==> src/hw/dcache_ram.sv <==
`timescale 1ns/1ps

// Single-port RAM with registered read, one entry per set
module dcache_ram #(
    parameter int  N_ENTRIES = 16,
    parameter type payload_t = logic
) (
    input  logic                         clk_i,
    input  logic                         we_i,
    input  logic [$clog2(N_ENTRIES)-1:0] addr_i,
    input  payload_t                     data_i,
    output payload_t                     data_o
);

    payload_t mem [N_ENTRIES];   // Storage array

    // Read returns the old entry when written in the same cycle
    always_ff @(posedge clk_i)
    begin
        if (we_i)
        begin
            mem[addr_i] <= data_i;
        end
        data_o <= mem[addr_i];   // One cycle read latency
    end

endmodule

==> config.mk <==
export PLATFORM = sky130hd
export DESIGN_NAME = dcache_ram
export DESIGN_NICKNAME = d
export VERILOG_FILES = /design/src/hw/dcache_ram.sv
export SDC_FILE = /design/constraint.sdc
export NUM_CORES = 1
export LEC_CHECK = 0
export BUFFER_PORTS_ARGS = -buffer_cell sky130_fd_sc_hd__buf_2
export CORE_UTILIZATION = 54
export DETAILED_ROUTE_END_ITERATION = 7
export PLACE_DENSITY = 0.83
export SYNTH_ARGS = -nofsm -noshare
export SYNTH_HDL_FRONTEND = slang
export SYNTH_SLANG_ARGS = --single-unit
==> constraint.sdc <==
create_clock -name clk_i -period 1.2 [get_ports clk_i]
set_input_delay 0.06 -clock clk_i [delete_from_list [all_inputs] [get_ports clk_i]]
set_output_delay 0.06 -clock clk_i [all_outputs]
set_load 0.01 [all_outputs]
Word level (Yosys, flattened, before mapping) --
Memories as Yosys holds them, arrays and structs flattened. A register that Yosys moved wholly into a read port is not among the register bits. Index checks and enable logic that the tools add are counted.
Word-level totals: memories 1, bits in writable memories 16, input bits 7, logic and storage cells 3, output and inout port bits 1, bits in registers 0
Cells by class: muxes and demuxes 2
Memory list:
- mem | depth 16, bits a word 1, rd ports 1, clocked after Yosys merged registers in 1, wr ports 1, RTL line 15 | payload_t mem [N_ENTRIES];
Operators by type and width (count):
- 1-bit two-way mux | 2

Longest topological paths before layout --
word-level depth 2, depth in mapped cells 4, mapped depth without buffers 3

Worst setup path after synthesis --
No wires, ideal clock.
path type flip-flop to flip-flop, start mem mem[13] (netlist bit), end reg data_o, read port of mem, data required time 1.078 ns, clock period less this slack 1.135 ns, setup time 0.122 ns, cell stages (with the launch flop) 4, path buffers 0, arrival 1.013 ns, slack 0.065 ns, path through edfxtp_1 -> mux4_1 -> mux2i_1 -> mux2i_1
RTL lines:
- start, declared | RTL line 15
- end, declared | RTL line 12 | output payload_t data_o

==> flow_summary.ini <==
[clock_network]
clock_tree.root_cell = sky130_fd_sc_hd__clkbuf_4
cts_tree = yes
cts_made_buffers = 3
cts_max_level = 1
cts_hold_buf = 0
cts.reportedPaths.clkPinSlew_ns = 0.10
cts_post_setup_buffers_inserted = 0
cts_max_path_buffers = 2
numClockSinks = 17
clk-insertion-delay-late_ns = 0.29

[status]
violations_in_the_final_reports = setup timing
status = finished, violations left

[logic_synthesis]
yosys_register_bits = 17
synth.lib_cells_used.distinct = 14
syn-instance-count = 49
post_synthesis_cell_area_sq_um = 763.2
syn_area_per_cell_sq_um = 15.58
ys_warn_count = 0
synth_sequential_area_ratio_pct = 65.57
synth_fp_nets = 56

[placement]
buffer_ports.inserted = 7
place_congestion = 0.7553
place_hpwl_um = 896.7

[detailed_routing]
detail_route.wirelength_mm = 1.260
detail_route.first_pass.iterations = 4
drc = 0
drt_iter0_markers = 12
routed_wire_length_per_instance_um = 16.36
drt-vias-per-instance = 5.818
post_route_antenna_net_violation_count = 0
routed-via-count = 448

[finish]
layout-drive-gt1-share_pct = 32.26
antenna_cells = 0
utilization_pct = 64.81
area_growth_pct = 10.49
count_of_nets_after_finishing = 70
fillCellCount = 105

[timing]
finalMaxSlewViolations = 0
finClkSkew_ns = 0.008098
timing.final.setup_violations = 1
max_slew.worst_pin.slew_ns = 0.2420
final_period_minus_worst_setup_slack_ns = 1.202
relSlewSlack_pct = 83.87
max_freq_mhz = 832.1
timing.final.hold_violations = 0
whs_ns = 0.07496
grt_setup_unrepaired = yes
post-route-worst-setup-slack_ns = -0.001792
timing.final.crit_share_pct = 100.1

[critical_path]
required_ns = 1.39
arrival_ns = 1.39
critical_path.startpoint_type = flip-flop
critical_path_peak_fanout = 1
timing.critical_path.to_type = flip-flop
setup_crit_path_kind = flip-flop to flip-flop

[job]
cap_viol_max_count = 0

[global_routing]
first_pass_grt_wire_length_mm = 1.890
overflow = 0
track_usage_pct = 19.95
grt_max_degree = 17
antenna_found_initial = 0
first_global_vias = 401

[floorplanning]
core_sq_mm = 0.001301
fp-row-count = 13
die_area_sq_mm = 0.001568
fp.dieW_um = 39.60
initial_utilization_pct = 58.65
die_height_um = 39.60
design.portCount = 8

[power]
p_leak_nw = 0.2942
power_density_mw_per_mm2 = 1264
max-vdd-ir-drop_uv = 991.5

[hold_path]
worst_hold_path_type = input port to flip-flop
cell usage in the layout, fill, tap and decap left out, drive strengths merged:
| cell | Yosys | final |
|---|---|---|
| buf | 2 | 11 |
| clkbuf | 0 | 3 |
| clkinv | 0 | 1 |
| dfxtp | 1 | 1 |
| edfxtp | 16 | 16 |
| mux2i | 3 | 3 |
| mux4 | 4 | 4 |
| nand2 | 1 | 1 |
| nand2b | 1 | 1 |
| nand3 | 1 | 1 |
| nand3b | 2 | 2 |
| nor2 | 12 | 12 |
| nor3 | 4 | 4 |
| or2b | 1 | 1 |
| or3b | 1 | 1 |
logic make-up (layout without fill, tap and decap cells):
kind of cell,Yosys count,count (layout),synth area share (%)
buf+inv,2,15,2.130
flops,17,17,65.57
mux,7,7,17.70
simple gates,23,23,14.59
stage by stage:
step	worst slack [ns]	total power, mW	setup TNS, ns	cell area, sq um	std cells
2_1_floorplan	0.06543	0.7333	0	763.2	49
3_3_place_gp	-0.02526	0.7742	-0.02526	830.8	73
3_5_place_dp	-0.04258	0.7775	-0.04258	830.8	73
4_1_cts	-0.01494	1.065	-0.01494	847.1	77
5_1_grt	-0.04124	1.100	-0.04124	843.3	77
6_report	-0.001792	1.066	-0.001792	843.3	77
path summary, 6_finish.rpt:
check / startpoint / endpoint / slack (ns) / depth (start not counted)
max: mem[14] / data_o / -0.002 / 3
min: addr_i[2] / data_o / 0.07 / 3
min reg2reg: mem[0] / data_o / 0.75 / 3
max reg2reg: mem[14] / data_o / -0.002 / 3
critical path, stage by stage, from the launching register on:
cell and delay [ns]:
sky130_fd_sc_hd__edfxtp_1 0.39, sky130_fd_sc_hd__mux4_2 0.46, sky130_fd_sc_hd__mux2i_1 0.17, sky130_fd_sc_hd__mux2i_1 0.09
report_power, final:
part           switching (mW)  leakage, nW  internal, mW
clock                   0.174       0.0177         0.124
combinational          0.0550        0.123        0.0462
sequential            0.00344        0.153         0.663
Yosys cell counts (all sizes together):
master   n  area [sq um]
edfxtp  16         480.5
nor2    12         45.04
mux4     4         105.1
nor3     4         20.02
mux2i    3         30.03
buf      2         16.26
nand3b   2         15.01
dfxtp    1         20.02
nand2    1         3.750
nand2b   1         6.260
nand3    1         5.000
or2b     1         7.510
or3b     1         8.760
cell type report:
cell class	instances	area (sq um)	area share, %
clock buffer	3	22.52	2.671
sequential	17	500.5	59.35
clock inverter	1	5.005	0.5935
timing repair buffer	11	65.06	7.715
multi-input combinational	30	231.5	27.45
tap	15	18.77	2.226
flip-flops by register name, indices dropped and copies added (netlist names):
name    count
data_o      1
mem        16
routing by layer:
layer	up-vias	GRT usage (%)	wire length, um	share of wire (%)
li1	211	-	-	-
met1	210	29.89	566	45
met2	22	26.23	581	46
met3	5	5.114	93	7.4
met4	0	10.34	19	1.5
met5	-	0	0	0
what timing repair did:
item / 4_1_cts / 5_1_grt
endpoints found under the hold margin: 0 / 0
endpoints found under the setup margin: 1 / 1
gates resized for setup: 3 / 1
(Power assumes the default switching activity.)
