<file path="src/hw/dcache_macros.svh">
`ifndef DCACHE_MACROS_SVH
`define DCACHE_MACROS_SVH

// ==============================
// Cache geometry
// ==============================
`define DC_XLEN      32          // Processor word width
`define DC_LINE_W    128         // Bits per cache line
`define DC_N_WAYS    4           // Associativity
`define DC_N_SETS    16          // Sets per way
`define DC_WAY_BITS  2           // Way number width

// Address split as tag | set | word | byte
`define DC_BYTE_BITS 2
`define DC_WORD_BITS 2
`define DC_SET_BITS  4
`define DC_SET_LSB   (`DC_BYTE_BITS + `DC_WORD_BITS)   // First set index bit
`define DC_TAG_LSB   (`DC_SET_LSB + `DC_SET_BITS)      // First tag bit
`define DC_TAG_BITS  24

`endif

</file>
<file path="src/hw/dcache_pkg.sv">
`include "dcache_macros.svh"

package dcache_pkg;

    // ==============================
    // Basic data and address types
    // ==============================
    typedef logic [`DC_XLEN-1:0]     word_t;
    typedef logic [`DC_LINE_W-1:0]   line_t;
    typedef logic [`DC_XLEN-1:0]     addr_t;
    typedef logic [`DC_TAG_BITS-1:0] tag_t;
    typedef logic [`DC_SET_BITS-1:0] set_t;
    typedef logic [`DC_WAY_BITS-1:0] way_t;
    typedef logic [`DC_XLEN/8-1:0]   be_t;

    // Processor request, sampled on p_strobe_i
    typedef struct packed {
        logic  we;      // 1 for store
        be_t   be;      // Byte lanes of the store
        addr_t addr;    // Byte address
        word_t wdata;   // Store data
    } cpu_req_t;

    // Memory request, one whole line per transfer
    typedef struct packed {
        logic  we;      // 1 for write-back
        addr_t addr;    // Line-aligned address
        line_t wline;   // Victim line on a write-back
    } mem_req_t;

    // Controller states
    typedef enum logic [2:0] {
        IDLE,           // Waiting for a processor strobe
        LOOKUP,         // Tag compare, hit response
        WB,             // Dirty victim going out
        REFILL,         // Waiting for the line from memory
        FILL            // Line written into the victim way
    } ctrl_state_t;

endpackage

</file>
<file path="src/hw/dcache_line_merge.sv">
`timescale 1ns/1ps
`include "dcache_macros.svh"

// Word select and byte-enabled store merge on one cache line
module dcache_line_merge (
    input  dcache_pkg::line_t         line_i,
    input  logic [`DC_WORD_BITS-1:0]  offset_i,   // Word within the line
    input  dcache_pkg::be_t           be_i,
    input  dcache_pkg::word_t         wdata_i,
    output dcache_pkg::word_t         word_o,
    output dcache_pkg::line_t         line_o
);

    dcache_pkg::word_t word_sel;   // Addressed word before the store
    dcache_pkg::word_t word_new;   // Addressed word after the store

    // Word 0 sits in the low bits of the line
    always_comb
    begin
        word_sel = line_i[int'(offset_i) * `DC_XLEN +: `DC_XLEN];
    end

    // Any byte-enable pattern is accepted
    always_comb
    begin
        word_new = word_sel;
        for (int b = 0; b < `DC_XLEN / 8; b++)
        begin
            if (be_i[b])
            begin
                word_new[b*8 +: 8] = wdata_i[b*8 +: 8];
            end
        end
    end

    // Rest of the line passes through
    always_comb
    begin
        line_o = line_i;
        line_o[int'(offset_i) * `DC_XLEN +: `DC_XLEN] = word_new;
    end

    assign word_o = word_sel;   // Read data

endmodule

</file>
<file path="config.mk">
export PLATFORM = sky130hd
export DESIGN_NAME = dcache_line_merge
export DESIGN_NICKNAME = d
export VERILOG_FILES = /design/src/hw/dcache_pkg.sv /design/src/hw/dcache_line_merge.sv
export VERILOG_INCLUDE_DIRS = /design/src /design/src/hw
export SDC_FILE = /design/constraint.sdc
export NUM_CORES = 1
export LEC_CHECK = 0
export BUFFER_PORTS_ARGS = -buffer_cell sky130_fd_sc_hd__buf_2
export CORE_AREA = 2 2 126 128
export DETAILED_ROUTE_END_ITERATION = 16
export DIE_AREA = 0 0 128 130
export SLEW_MARGIN = 20
export SYNTH_ARGS = -nofsm -noshare
export SYNTH_HDL_FRONTEND = slang
export SYNTH_SLANG_ARGS = --single-unit
</file>
<file path="constraint.sdc">
create_clock -name vclk -period 3.54
set_clock_uncertainty 0.05 [all_clocks]
set_input_delay 1.062 -clock vclk [all_inputs]
set_output_delay 1.062 -clock vclk [all_outputs]
set_load 0.02 [all_outputs]
</file>
After elaboration in Yosys (flattened, before gate mapping)
Cells that the tools add are included.
- shift operators: 3
- add/subtract/negate cells: 1
- mux-type cells: 5
- operators by type and width (cell ; number):
    $bwmux 128 ; 1
    $shift 32x33->128 const A ; 1
    $shiftx 128x8->32 ; 1
    $shiftx 32x33->128 ; 1
    $neg 7->33 ; 1
    $mux 8 ; 4
- word-level logic and storage cells: 9
- input bits: 166
- output and inout port bits: 160
- flip-flop bits (word level): 0

Longest topological paths before layout
- word-level depth: 4
- gate-level depth with buffers: 8
- depth with buffers taken out: 5

Least setup slack after synthesis
OpenSTA, ideal clock, no wires.
- path type: input port to output port
- start: in offset_i[1]
- end: out line_o[100]
- path slack: -287 ps
- required time: 2428 ps
- arrival time: 2715 ps
- stages: 7
- path buffers: 3
- cell sequence: buf_2 buf_2 inv_1 ha_1 nand3b_1 clkbuf_1 o22ai_1
- longest elaborated chain between the ends: 4
- elaborated cells on any way between the ends: 9
- classes of those cells: add/sub: 1; shift: 3; mux: 5
- ends and longest elaborated chain (what ; line ; RTL):
    start, declared ; dcache_line_merge.sv:7 ; input logic [`DC_WORD_BITS-1:0] offset_i,
    $shiftx 128x8->32 ; dcache_line_merge.sv:20 ; word_sel = line_i[int'(offset_i) * `DC_XLEN +: `DC_XLEN];
    $mux 8 ; dcache_line_merge.sv:29 ; if (be_i[b])
    $shiftx 32x33->128 ; dcache_line_merge.sv:40 ; line_o[int'(offset_i) * `DC_XLEN +: `DC_XLEN] = word_new;
    $bwmux 128 (*) ; dcache_line_merge.sv:40 ;
    end, declared ; dcache_line_merge.sv:11 ; output dcache_pkg::line_t line_o
Every way passes the cells marked *; elsewhere a longest branch is shown, timed or not.

Worst setup path after layout
- start: in offset_i[0]
- end: out line_o[127]
Same word-level chain as after synthesis.

==> flow_summary_export.csv <==
group,metric,value,unit
timing,setup_ws,-51.4,ps
synthesis,synth_most_common_cell,"inv_1",
worst_setup_path,crit_type,"in2out",
synthesis,postSynthCellCount,446,
outcome,violations,"negative setup slack",
synthesis,syn-num-nets,616,
final_layout,layout-drive-gt1-share,0.719,
placement,gp_congestion,0.836,
synthesis,synth-seq-area-share,0,
timing,tightestPinTransition,518,ps
worst_setup_path,crit_path_start_kind,"primary input",
synthesis,synth.cell_area,0.00360,mm^2
drt,drt_first_iter_violations,138,
floorplanning,core,0.0154,mm^2
drt,drtPass1Iterations,4,
worst_setup_path,critPathArrivalTime,2480,ps
pwr,leakage,0.00368,uW
floorplanning,die_h,130,um
hold_path,hp-class,"in2out",
drt,vias,5086,
timing,rsz0062_at_grt,"true",
floorplanning,start_util,0.233,
timing,slew_headroom,0.655,
global_route,gr-total-overflow,0,
timing,fmax,278,MHz
worst_setup_path,endpoint_kind,"primary output",
final_layout,nFlopsAndLatches,0,
drt,totalWireLength,19.0,mm
pwr,ir_drop,0.000103,V
final_layout,final_nets,963,
synthesis,synth_top_cell_by_area,"mux2i_4",
final_layout,fillers,1472,
floorplanning,die-area,0.0166,mm^2
global_route,track_usage,0.200,
timing,drv_slew,0,
final_layout,synthToLayoutAreaGrowth,111,%
final_layout,seq_area,0,um^2
synthesis,syn_avg_cell_area,8.06,um^2
final_layout,fin_util,0.492,
worst_setup_path,crit_fanout,6,
final_layout,multi_input_area,0.00401,mm^2
worst_setup_path,cp.required,2430,ps
global_route,antenna_found_initial,0,
timing,post-route-period-util,1.01,
placement,dp_hpwl,14.4,mm
synthesis,ys_warn_count,0,
drt,drc,0,
cts,cts_hold_buf,0,
timing,fin_crit,3590,ps
drt,drt-wirelength-per-cell,19.3,um
outcome,outcome,"finished, violations left",
timing,setup_viol,49,
synthesis,synth_area_leaders,"mux2i_4 17%, mux4_2 17%, o22ai_1 17%, mux2i_1 10%, inv_1 10%",
placement,port_buffers,326,
floorplanning,die_w,128,um
pwr,power_density,176,mW/mm^2
synthesis,synthDistinctLibCells,21,
final_layout,diodes,0,
drt,viasPerCell,5.17,
final_layout,final_area,0.00759,mm^2
global_route,grt_pass1_wl,26.6,mm
floorplanning,num_rows,46,
global_route,grt_max_degree,32,
synthesis,synth.top_cell.area_share,0.169,
final_layout,clock_buffers,0,
synthesis,synth_commonest_cells,"98 x inv_1, 96 x o22ai_1, 37 x mux2i_1",
global_route,grt_pass1_vias,4955,
placement,post_dp_cell_area,0.00673,mm^2
run,drv_cap,0,
floorplanning,io_pins,326,
drt,antenna_left,0,
timing,final_hold_viol_count,0,
[routing by layer]
metal / GRT usage / vias to the layer above / share of wire
met3: 0.0246 / 26 / 0.066
met5: 0 / - / 0
li1: - / 2379 / -
met4: 0.0368 / 0 / 0.020
met2: 0.380 / 248 / 0.52
met1: 0.244 / 2433 / 0.40
[critical path, cell delays in order]
cell and delay (ps):
buf_12 120, buf_12 140, buf_12 120, mux4_2 540, mux2i_4 240, o22ai_2 100
buf_6 150
[repair_timing]
item                                   CTS  global route
cloned                                   2             4
endpoints found under the hold margin    0             0
setup buffers                            8             4
pin swaps                               34            17
resized for setup                       96            97
setup endpoints to repair              128            98
[layout make-up]
cell class / instances / area share
Inverter: 99 / 0.0496
Multi-Input combinational cell: 297 / 0.528
Tap cell: 192 / 0.0316
Timing Repair Buffer: 395 / 0.391
[placed cells by master (no fill, tap or decap), types with 18 or more instances in the layout]
cell type	Yosys	routed
buf_2	17	239
inv_1	98	97
buf_6	1	68
buf_4	0	63
o22ai_2	0	40
o22ai_4	0	35
mux4_2	27	32
mux2i_1	37	32
nand2_1	32	32
o21ai_0	32	32
mux2i_4	27	31
a22o_4	0	26
o22ai_1	96	21
buf_12	2	18
[stage by stage]
stage                     setup TNS, ps  total power [uW]  cells  hold WS [ps]  worst slack, ps
after floorplan                   -2840               779    446          2210            -78.9
after global placement           -11950              1180    965          2440             -167
after detailed placement         -13960              1190    965          2440             -214
after CTS                         -1080              1270    975          2440            -47.2
after global routing              -4010              1410    983          2420            -97.2
final                              -991              1340    983          2410            -51.4
[path summary, 6_finish.rpt]
path                   startpoint     endpoint  slack (ps)  depth (start not counted)
worst max-delay path  offset_i[0]  line_o[127]         -50                          7
worst min-delay path   line_i[17]   line_o[17]        2410                          3
[cell families (layout without fill, tap and decap cells)]
family | count (synthesis) | in the layout | share of synthesized area
compound gates | 160 | 160 | 0.289
buf+inv | 149 | 494 | 0.176
mux | 96 | 96 | 0.478
simple gates | 37 | 37 | 0.0431
fa+ha+maj | 4 | 4 | 0.0139
[report_power, final]
part | internal (uW) | switching, uW
logic | 647 | 689
clock network | 0 | 0
registers | 0 | 0
total | 647 | 689
Power figures use the tool's default switching activity.
