[config.mk]
export PLATFORM = sky130hd
export DESIGN_NAME = dcache_way_state
export DESIGN_NICKNAME = d
export VERILOG_FILES = /design/src/hw/dcache_pkg.sv /design/src/hw/dcache_way_state.sv
export VERILOG_INCLUDE_DIRS = /design/src /design/src/hw
export SDC_FILE = /design/constraint.sdc
export NUM_CORES = 1
export LEC_CHECK = 0
export BUFFER_PORTS_ARGS = -buffer_cell sky130_fd_sc_hd__buf_2
export CAP_MARGIN = 20
export CORE_MARGIN = 2
export CORE_UTILIZATION = 45
export CTS_BUF_LIST = sky130_fd_sc_hd__clkbuf_4
export DETAILED_ROUTE_END_ITERATION = 12
export SLEW_MARGIN = 20
export SYNTH_ARGS = -nofsm -noshare
export SYNTH_HDL_FRONTEND = slang
export SYNTH_SLANG_ARGS = --single-unit
export TNS_END_PERCENT = 30
[constraint.sdc]
create_clock -name clk_i -period 1.5 [get_ports clk_i]
set_input_delay 0.075 -clock clk_i [delete_from_list [all_inputs] [get_ports clk_i]]
set_output_delay 0.075 -clock clk_i [all_outputs]
set_load 0.05 [all_outputs]
[src/hw/dcache_macros.svh]
`ifndef DCACHE_MACROS_SVH
`define DCACHE_MACROS_SVH

// ==============================
// Cache geometry
// ==============================
`define DC_XLEN      32          // Processor word width
`define DC_LINE_W    128         // Bits per cache line
`define DC_N_WAYS    4           // Associativity
`define DC_N_SETS    16          // Sets per way
`define DC_WAY_BITS  2           // Way number width

// Address split as tag | set | word | byte
`define DC_BYTE_BITS 2
`define DC_WORD_BITS 2
`define DC_SET_BITS  4
`define DC_SET_LSB   (`DC_BYTE_BITS + `DC_WORD_BITS)   // First set index bit
`define DC_TAG_LSB   (`DC_SET_LSB + `DC_SET_BITS)      // First tag bit
`define DC_TAG_BITS  24

`endif

[src/hw/dcache_pkg.sv]
`include "dcache_macros.svh"

package dcache_pkg;

    // ==============================
    // Basic data and address types
    // ==============================
    typedef logic [`DC_XLEN-1:0]     word_t;
    typedef logic [`DC_LINE_W-1:0]   line_t;
    typedef logic [`DC_XLEN-1:0]     addr_t;
    typedef logic [`DC_TAG_BITS-1:0] tag_t;
    typedef logic [`DC_SET_BITS-1:0] set_t;
    typedef logic [`DC_WAY_BITS-1:0] way_t;
    typedef logic [`DC_XLEN/8-1:0]   be_t;

    // Processor request, sampled on p_strobe_i
    typedef struct packed {
        logic  we;      // 1 for store
        be_t   be;      // Byte lanes of the store
        addr_t addr;    // Byte address
        word_t wdata;   // Store data
    } cpu_req_t;

    // Memory request, one whole line per transfer
    typedef struct packed {
        logic  we;      // 1 for write-back
        addr_t addr;    // Line-aligned address
        line_t wline;   // Victim line on a write-back
    } mem_req_t;

    // Controller states
    typedef enum logic [2:0] {
        IDLE,           // Waiting for a processor strobe
        LOOKUP,         // Tag compare, hit response
        WB,             // Dirty victim going out
        REFILL,         // Waiting for the line from memory
        FILL            // Line written into the victim way
    } ctrl_state_t;

endpackage

[src/hw/dcache_way_state.sv]
`timescale 1ns/1ps
`include "dcache_macros.svh"

// Valid, dirty and FIFO replacement state for all sets
module dcache_way_state (
    input  logic                   clk_i,
    input  logic                   rst_i,
    input  dcache_pkg::set_t       set_i,         // Set under access
    input  logic                   fill_i,        // Line refilled into fill_way_i
    input  dcache_pkg::way_t       fill_way_i,
    input  logic                   fill_dirty_i,  // Refill carried a store
    input  logic                   mark_dirty_i,  // Store hit on mark_way_i
    input  dcache_pkg::way_t       mark_way_i,
    output logic [`DC_N_WAYS-1:0]  valid_o,
    output logic [`DC_N_WAYS-1:0]  dirty_o,
    output dcache_pkg::way_t       victim_o       // Next way to replace
);

    logic [`DC_N_WAYS-1:0] valid_q [`DC_N_SETS];
    logic [`DC_N_WAYS-1:0] dirty_q [`DC_N_SETS];
    dcache_pkg::way_t      fifo_q  [`DC_N_SETS];  // Oldest way per set
    dcache_pkg::way_t      victim_q;

    // ==============================
    // State update
    // ==============================
    always_ff @(posedge clk_i)
    begin
        if (rst_i)
        begin
            for (int s = 0; s < `DC_N_SETS; s++)
            begin
                valid_q[s] <= '0;
                dirty_q[s] <= '0;
                fifo_q[s]  <= '0;
            end
            victim_q <= '0;
        end
        else
        begin
            victim_q <= fifo_q[set_i];                 // Registered, like the RAM read
            if (fill_i)
            begin
                valid_q[set_i][fill_way_i] <= 1'b1;
                dirty_q[set_i][fill_way_i] <= fill_dirty_i;
                fifo_q[set_i]              <= fifo_q[set_i] + dcache_pkg::way_t'(1);  // Wraps
            end
            if (mark_dirty_i)
            begin
                dirty_q[set_i][mark_way_i] <= 1'b1;  // Store hit
            end
        end
    end

    // Flag read is combinational, aligned with the RAM output in LOOKUP
    assign valid_o  = valid_q[set_i];
    assign dirty_o  = dirty_q[set_i];
    assign victim_o = victim_q;

endmodule

# Word level (Yosys, flattened, before mapping)
# Memories as Yosys holds them, arrays and structs flattened.
# Cells that the tools add are included.
[totals] register_bits=2 mem_bits_rw=160 out_inout_bits=10 elab_cells=44 n_memories=3
[op_classes] n_addsub=1 magnitude_cmp=4 mux=26 n_bitwise=4 n_reduce_logical=5
[mem_list] name="dirty_q" depth=16 word_bits=4 rd=1 rd_clocked_by_memory_dff=0 write_ports=16 line_no="dcache_way_state.sv:20" rtl="logic [`DC_N_WAYS-1:0] dirty_q [`DC_N_SETS];"
[mem_list] name="valid_q" depth=16 word_bits=4 rd=1 rd_clocked_by_memory_dff=0 write_ports=16 line_no="dcache_way_state.sv:19" rtl="logic [`DC_N_WAYS-1:0] valid_q [`DC_N_SETS];"
[mem_list] name="fifo_q" depth=16 word_bits=2 rd=1 rd_clocked_by_memory_dff=0 write_ports=16 line_no="dcache_way_state.sv:21" rtl="dcache_pkg::way_t fifo_q [`DC_N_SETS];"
[ops] operator="4-bit 2-to-1 mux" n=9
[ops] operator="1-bit 2-to-1 mux" n=14
[ops] operator="4-bit OR reduction" n=2
[ops] operator="2-bit by 3-bit < comparator with 1-bit output (second input constant)" n=2
[ops] operator="1-bit demux with 2-bit select" n=2
[ops] operator="2-bit by 1-bit >= comparator with 1-bit output (second input constant)" n=2
[ops] operator="1-bit OR" n=4
[ops] operator="2-bit by 1-bit adder with 2-bit output (second input constant)" n=1
[ops] operator="1-bit logical AND" n=2
[ops] operator="2-bit 2-to-1 mux" n=1
[ops] operator="2-bit OR reduction" n=1

# Depth between registers and ports, before layout
# Gate-level depths: netlist (run 1).
[logic_depth] ltp_word=8 mapped_depth=7 ltp_nobuf=4

# Worst setup path after synthesis (run 1)
# No wires, ideal clock.
[synth_path] kind="input -> output" from="in set_i[0]" to="out dirty_o[0]" arrival_ns=1.678 required_ns=1.425 path_slack_ns=-0.253 stages=4 n_path_buf=2 path_cell_list="buf_4 > buf_2 > mux4_2 > mux4_2"
[synth_via] elab_chain_cells=1
[synth_rtl] item="start, declared" line_no="dcache_way_state.sv:8" rtl="input dcache_pkg::set_t set_i,"
[synth_rtl] item="memory read 16 x 4 bit"
[synth_rtl] item="end, declared" line_no="dcache_way_state.sv:15" rtl="output logic [`DC_N_WAYS-1:0] dirty_o,"
# Every way passes these cells.

# Worst setup path in the final report (run 1)
[layout_path] from="mem dirty_q[15][0] in the netlist's numbering" to="out dirty_o[0]"
[layout_via] elab_chain_cells=1
[layout_rtl] item="start, declared" line_no="dcache_way_state.sv:20"
[layout_rtl] item="memory read 16 x 4 bit"
# Every way passes these cells.

==> summary.md, run 1 <==
| Metric | Value |
|---|---|
| Peak VDD IR | 0.480 mV |
| Fill cell count | 1435 |
| Total GRT Usage | 23.2% |
| Crit path DAT | 2.19 ns |
| Type of origin of the critical path | flip-flop |
| Global-route wire length before repair | 31400 um |
| Skew final | 0.0135 ns |
| Final hold vios | 0 |
| Die width | 135 um |
| Mapped Area | 0.00773 sq mm |
| Critical path class | reg2out |
| Synth unique cells | 36 |
| Synth warn | 0 |
| Sequential power share | 55.2% |
| Antenna-violating nets left | 0 |
| Post-layout min period | 2.27 ns |
| Commonest non-fill, non-tap cell in the layout | buf_4 |
| F_max | 0.441 GHz |
| Share of layout cells above drive strength 1 | 32.3% |
| Endpoint class of the critical path | output pin |
| Pre-CTS setup slack | -0.317 ns |
| Leading area contributor after synthesis | edfxtp_1 |
| WL per Instance | 20.4 um |
| PwrDens | 958 mW/mm^2 |
| Area of the multi-input gates | 0.00311 sq mm |
| Reg area | 0.00421 sq mm |
| CTS tree | done |
| Top Ports | 23 |
| Sw Ratio | 27.6% |
| CTS Buf Count | 17 |
| Net Count, Synth | 678 |
| Unrepaired setup endpoints after global routing | true |
| PortBufs | 22 |
| Dominant cells by area after synthesis | edfxtp_1 37%, dfxtp_1 17%, mux4_2 13%, o22ai_1 5.2%, nor2_1 5.0% |
| Internal power | 6440 uW |
| Gr ovfl total | 0 |
| Post-DP HPWL | 14800 um |
| Root Buffer | clkbuf_4 |
| Measured slew at the worst slew-check pin | 0.846 ns |
| Pleak | 0.00337 uW |
| Power share of the clock group | 31.0% |
| Pre-antenna DRT Iters | 4 |
| Max-cap viol count | 0 |
| Power Total | 8890 uW |
| Psw | 2460 uW |
| Register bit total from synthesis | 162 |
| Area growth syn-to-layout | 20.2% |
| Slew Limit Fails | 0 |
| Final WL | 20300 um |
| Initial antenna violation count | 1 |
| Iter 0 DRT Violations | 379 |
| Setup ws final | -0.770 ns |
| Sequential fraction of the synthesis area | 54.4% |
| Vias per std cell | 5.69 |
| Synthesized area per cell | 11.6 sq um |
| Vias | 5683 |
| Clk Latency, worst-skew pair | 0.56 ns |
| Post-synth top area share | 37.3% |
| Die Y | 135 um |
| Vias in the first global route | 5587 |
| CTS sink count | 162 |
| Slew headroom | 43.6% |
| Post-route clock period utilization | 151% |
| Row count | 47 |
| CTS H-tree depth | 4 |
| Area after DPL | 0.00880 sq mm |
| Largest net degree at the start of global routing | 78 |
| Final nets | 777 |
| Synth Instances | 665 |
| Starting Density | 46.3% |
| Die area | 0.0182 sq mm |
| Combinational cell fraction of total power | 13.8% |
| Worst Hold Class | in2reg |
| Critical path data required time | 1.42 ns |
| Max Buffers Root-to-Sink | 2 |
| Final setup fails | 32 |
| Failing checks | setup timing |
| Clock Pin Slew Worst Setup and Hold Paths | 0.16 ns |
| Status | finished, violations left |
| TNS Setup | -8.30 ns |
| Routability cong. | 0.851 |
| Core area | 0.0167 sq mm |
| Most frequent cells in the layout | 104 x buf_4, 98 x nor2_1, 96 x edfxtp_1 |
| DRC violations left | 0 |
| Fin area | 0.00929 sq mm |
| Crit Path Max Fanout | 1 |
## critical path: stages (launching register included)
cell and delay [ns]:
edfxtp_1 0.42, mux4_2 0.49, mux4_2 0.53, buf_6 0.18
## power groups by stage
stage | Combinational (uW) | Clock [uW] | Sequential, uW
final | 1230 | 2750 | 4910
after global routing | 1300 | 2950 | 4930
after CTS | 1200 | 2790 | 4910
after detailed placement | 1130 | 0 | 5010
after global placement | 1110 | 0 | 5010
after floorplan | 740 | 0 | 4990
## stage by stage
stage | instances | hold WS (ns) | util [%]
after floorplan | 665 | 0.393 | -
after global routing | 998 | 0.0512 | 55.6
after CTS | 996 | 0.00726 | 55.2
after global placement | 961 | 0.445 | 52.7
final | 998 | 0.0795 | 55.6
after detailed placement | 961 | 0.455 | 52.7
## cells by family (layout without fill, tap and decap cells)
| family | count (synthesis) | in the layout | share of synthesized area (%) |
|---|---|---|---|
| simple gates | 167 | 167 | 9.08 |
| compound gates | 154 | 154 | 13.9 |
| mux | 56 | 56 | 15.7 |
| flops | 162 | 162 | 54.4 |
| xor+xnor | 3 | 3 | 0.437 |
| buf+inv | 123 | 235 | 6.43 |
| other cells | 0 | 1 | 0 |
## state kept, by name, summed over array words and instances (netlist names)
name / flops
dirty_q: 64
valid_q: 64
fifo_q: 32
victim_o: 2
## cells in the mapped netlist, drive strengths merged
| library cell | n |
|---|---|
| o22a | 2 |
| inv | 65 |
| o21ai | 2 |
| edfxtp | 96 |
| a211oi | 2 |
| buf | 23 |
| nor2b | 7 |
| or2 | 2 |
| xnor2 | 1 |
| o21a | 3 |
| nor3 | 9 |
| nor2 | 102 |
| nand2b | 5 |
| a21oi | 1 |
| or3 | 1 |
| mux2 | 1 |
| nor3b | 1 |
| mux2i | 6 |
| o21bai | 31 |
| a31o | 5 |
| clkbuf | 35 |
| o22ai | 64 |
| mux4 | 49 |
| dfxtp | 66 |
| xor2 | 2 |
| nand3b | 2 |
| a21o | 44 |
| and2 | 4 |
| nand3 | 4 |
| nand2 | 30 |
## path summary, 6_finish.rpt
path	slack, ns	cells past startpoint	start	end
min reg2reg	0.47	2	valid_q[0][3]	valid_q[0][3]
min	0.08	3	set_i[2]	victim_o[1]
max	-0.77	3	dirty_q[15][0]	dirty_o[0]
max reg2reg	-0.22	4	fifo_q[15][1]	fifo_q[14][1]
## repair_timing
| action | in CTS | in global routing |
|---|---|---|
| pin swaps | 5 | 4 |
| hold buffers | 2 | 0 |
| endpoints found under the hold margin | 9 | 0 |
| resized for setup | 28 | 21 |
| setup endpoints to repair | 35 | 42 |
| setup buffers | 1 | 1 |
## metal layers
metal | wire length (um) | GRT usage, % | up-vias
li1 | - | - | 2605
met5 | 0 | 0 | -
met1 | 9220 | 33.3 | 2853
met2 | 9470 | 36.0 | 201
met3 | 1260 | 4.39 | 24
met4 | 401 | 7.29 | 0
## final cells by class
type	count	share of cell area (%)
Antenna cell	1	0.0269
Clock buffer	17	1.37
Clock inverter	15	1.81
Inverter	65	2.63
Multi-Input combinational cell	380	33.5
Sequential cell	162	45.4
Tap cell	220	2.96
Timing Repair Buffer	138	12.4
(Power assumes the default switching activity.)
==> run 2, diff against run 1 <==
==> constraint.sdc (replaced) <==
create_clock -name clk_i -period 1.5 [get_ports clk_i]
set_input_delay 0.15 -clock clk_i [delete_from_list [all_inputs] [get_ports clk_i]]
set_output_delay 0.15 -clock clk_i [all_outputs]
set_load 0.05 [all_outputs]
==> run 2 against run 1 <==
Effect of this change: the run still ends with setup timing left; clock power down 11%; total power fell by 3.6%; via count fell by 1.6%; utilization fell by 0.50 points.
==> summary.md, run 2 (synthesized netlist as in run 1, its figures left out) <==
| Metric | Value |
|---|---|
| Critical path data required time | 1.35 ns (-0.07 ns) |
| Vias in the first global route | 5666 (+1.4%) |
| Internal power | 6230 uW (-3.3%) |
| F_max | 0.431 GHz (-2.2%) |
| CTS H-tree depth | 4 (unchanged) |
| Cell mode on critical path | mux4_2 |
| Routability cong. | 0.845 (-0.74%) |
| Max stage delay on crit path | 0.51 ns (-0.02 ns) |
| Initial antenna violation count | 2 (+1) |
| Type of origin of the critical path | flip-flop |
| Pleak | 0.00329 uW (-2.4%) |
| CTS sink count | 162 (unchanged) |
| CP Cell Sequence | mux4_2 -> mux4_2 -> buf_6 |
| Critical path class | reg2out |
| WL per Instance | 20.6 um (+0.87%) |
| Commonest non-fill, non-tap cell in the layout | edfxtp_1 |
| Final WL | 20200 um (-0.75%) |
| Largest net degree at the start of global routing | 62 (-21%) |
| Area growth syn-to-layout | 19.1% |
| Pre-CTS setup slack | -0.430 ns (-0.114 ns) |
| Final nets | 760 (-2.2%) |
| Status | finished, violations left |
| Antenna-violating nets left | 0 (unchanged) |
| Clock Pin Slew Worst Setup and Hold Paths | 0.13 ns (-0.03 ns) |
| Vias per std cell | 5.69 (about the same) |
| Crit path DAT | 2.17 ns (-0.02 ns) |
| Max-cap viol count | 0 (unchanged) |
| Pre-antenna DRT Iters | 6 (+2) |
| Failing checks | setup timing |
| Die Y | 135 um (unchanged) |
| Unrepaired setup endpoints after global routing | true |
| Final setup fails | 31 (-3.1%) |
| Skew final | 0.00774 ns (-0.00574 ns) |
| DRC violations left | 0 (unchanged) |
| Peak VDD IR | 0.449 mV (-6.5%) |
| GRT met3 Usage | 4.58% (+0.19 points) |
| Crit-path slowest cell | mux4_2 |
| Slew Limit Fails | 0 (unchanged) |
| Psw | 2340 uW (-4.6%) |
| Max Buffers Root-to-Sink | 2 (unchanged) |
| Row count | 47 (unchanged) |
| Root Buffer | clkbuf_4 |
| Setup ws final | -0.821 ns (-0.0508 ns) |
| Share of layout cells above drive strength 1 | 31.4% (-0.86 points) |
| Top Ports | 23 (unchanged) |
| PwrDens | 931 mW/mm^2 (-2.8%) |
| Die width | 135 um (unchanged) |
| Vias | 5590 (-1.6%) |
| Global-route wire length before repair | 31600 um (+0.73%) |
| Post-layout min period | 2.32 ns (+0.0508 ns) |
| Most frequent cells in the layout | 96 x edfxtp_1, 92 x nor2_1, 85 x buf_4 |
| Endpoint class of the critical path | output pin |
| Largest registers | dirty_q x64, valid_q x64, fifo_q x32 |
| Post-route clock period utilization | 155% (+3.4 points) |
| TNS Setup | -9.53 ns (-1.24 ns) |
| Slew headroom | 59.4% (+16 points) |
| Final hold vios | 0 (unchanged) |
| GRT Max-Usage Layer | met2 |
| Sequential power share | 57.3% (+2.1 points) |
| Sw Ratio | 27.3% (-0.26 points) |
| Core area | 0.0167 sq mm (unchanged) |
| Starting Density | 46.3% (unchanged) |
| Crit Path Max Fanout | 1 (unchanged) |
| Measured slew at the worst slew-check pin | 0.609 ns (-0.237 ns) |
| M2 GR Usage | 37.6% (+1.6 points) |
| Worst Hold Class | in2reg |
| Power share of the clock group | 28.5% (-2.5 points) |
| Iter 0 DRT Violations | 580 (+53%) |
| Gr ovfl total | 0 (unchanged) |
| PortBufs | 22 (unchanged) |
| Post-DP HPWL | 14500 um (-1.9%) |
| CTS tree | done |
| Total GRT Usage | 23.4% (+0.19 points) |
| Met1 Track Usage GR | 32.3% (-1.0 points) |
| Combinational cell fraction of total power | 14.2% (+0.4 points) |
| Clk Latency, worst-skew pair | 0.57 ns (about the same) |
| CTS Buf Count | 17 (unchanged) |
| Die area | 0.0182 sq mm (unchanged) |
==> run 2: cell count changes in the layout (fill, tap and decap cells not counted), moves of 3 or more <==
cell / change
dfxtp_1: +4
nor2_2: +5
dfxtp_2: -4
nor2_1: -6
buf_4: -19
inv_8: -3
clkinv_4: +5
buf_12: +5
==> run 2: final timing paths <==
check | start | end | slack (ns) | cells after the start
worst min-delay path | rst_i | victim_o[0] | 0.11 | 3
worst max-delay path | dirty_q[13][2] | dirty_o[2] | -0.82 | 3
worst max register to register | fifo_q[12][0] | fifo_q[12][1] | -0.28 | 4
worst min register to register | valid_q[2][3] | valid_q[2][3] | 0.47 | 2
==> run 2: repair_timing <==
item                       4_1_cts  5_1_grt
hold buffers                     0        0
setup buffers                    1        0
setup endpoints to repair       41       42
resized for setup               30       18
hold endpoints to repair         0        0
pin swaps                        4        3
==> run 2: area by class of cell <==
cell class / instances / area [sq um]
tap: 220 / 275
clock inverter: 15 / 133
multi-input combinational: 380 / 3140
sequential: 162 / 4210
inverter: 65 / 244
fill: 1439 / 7500
timing repair buffer: 121 / 1080
clock buffer: 17 / 128
antenna: 2 / 5.00
==> run 2: through the flow <==
step / std cells / utilization [%] / instance area, sq um / total power [uW] / hold WS [ns]
3_3_place_gp: 947 / 52.5 / 8770 / 6120 / 0.445
5_1_grt: 981 / 55.1 / 9200 / 8890 / 0.0792
2_1_floorplan: 665 / - / 7830 / 5740 / 0.402
3_5_place_dp: 947 / 52.5 / 8770 / 6150 / 0.452
4_1_cts: 980 / 54.8 / 9150 / 8600 / 0.0742
6_report: 982 / 55.1 / 9200 / 8570 / 0.107
==> run 2: power groups by stage <==
stage / Combinational, uW / Sequential, uW / Clock (uW)
final: 1220 / 4910 / 2440
after global routing: 1300 / 4930 / 2670
after CTS: 1200 / 4910 / 2490
after detailed placement: 1130 / 5010 / 0
after global placement: 1110 / 5010 / 0
after floorplan: 750 / 4990 / 0
==> run 2: layer usage <==
layer	vias up	wire length (um)
met3	32	1220
met5	-	0
met2	176	9950
met1	2810	8600
li1	2572	-
met4	0	422
==> run 2: critical path, delay by kind of cell, from the launching register on <==
kind     cells  cell delay (ns)
mux          2             0.98
flops        1             0.44
buf+inv      1             0.17
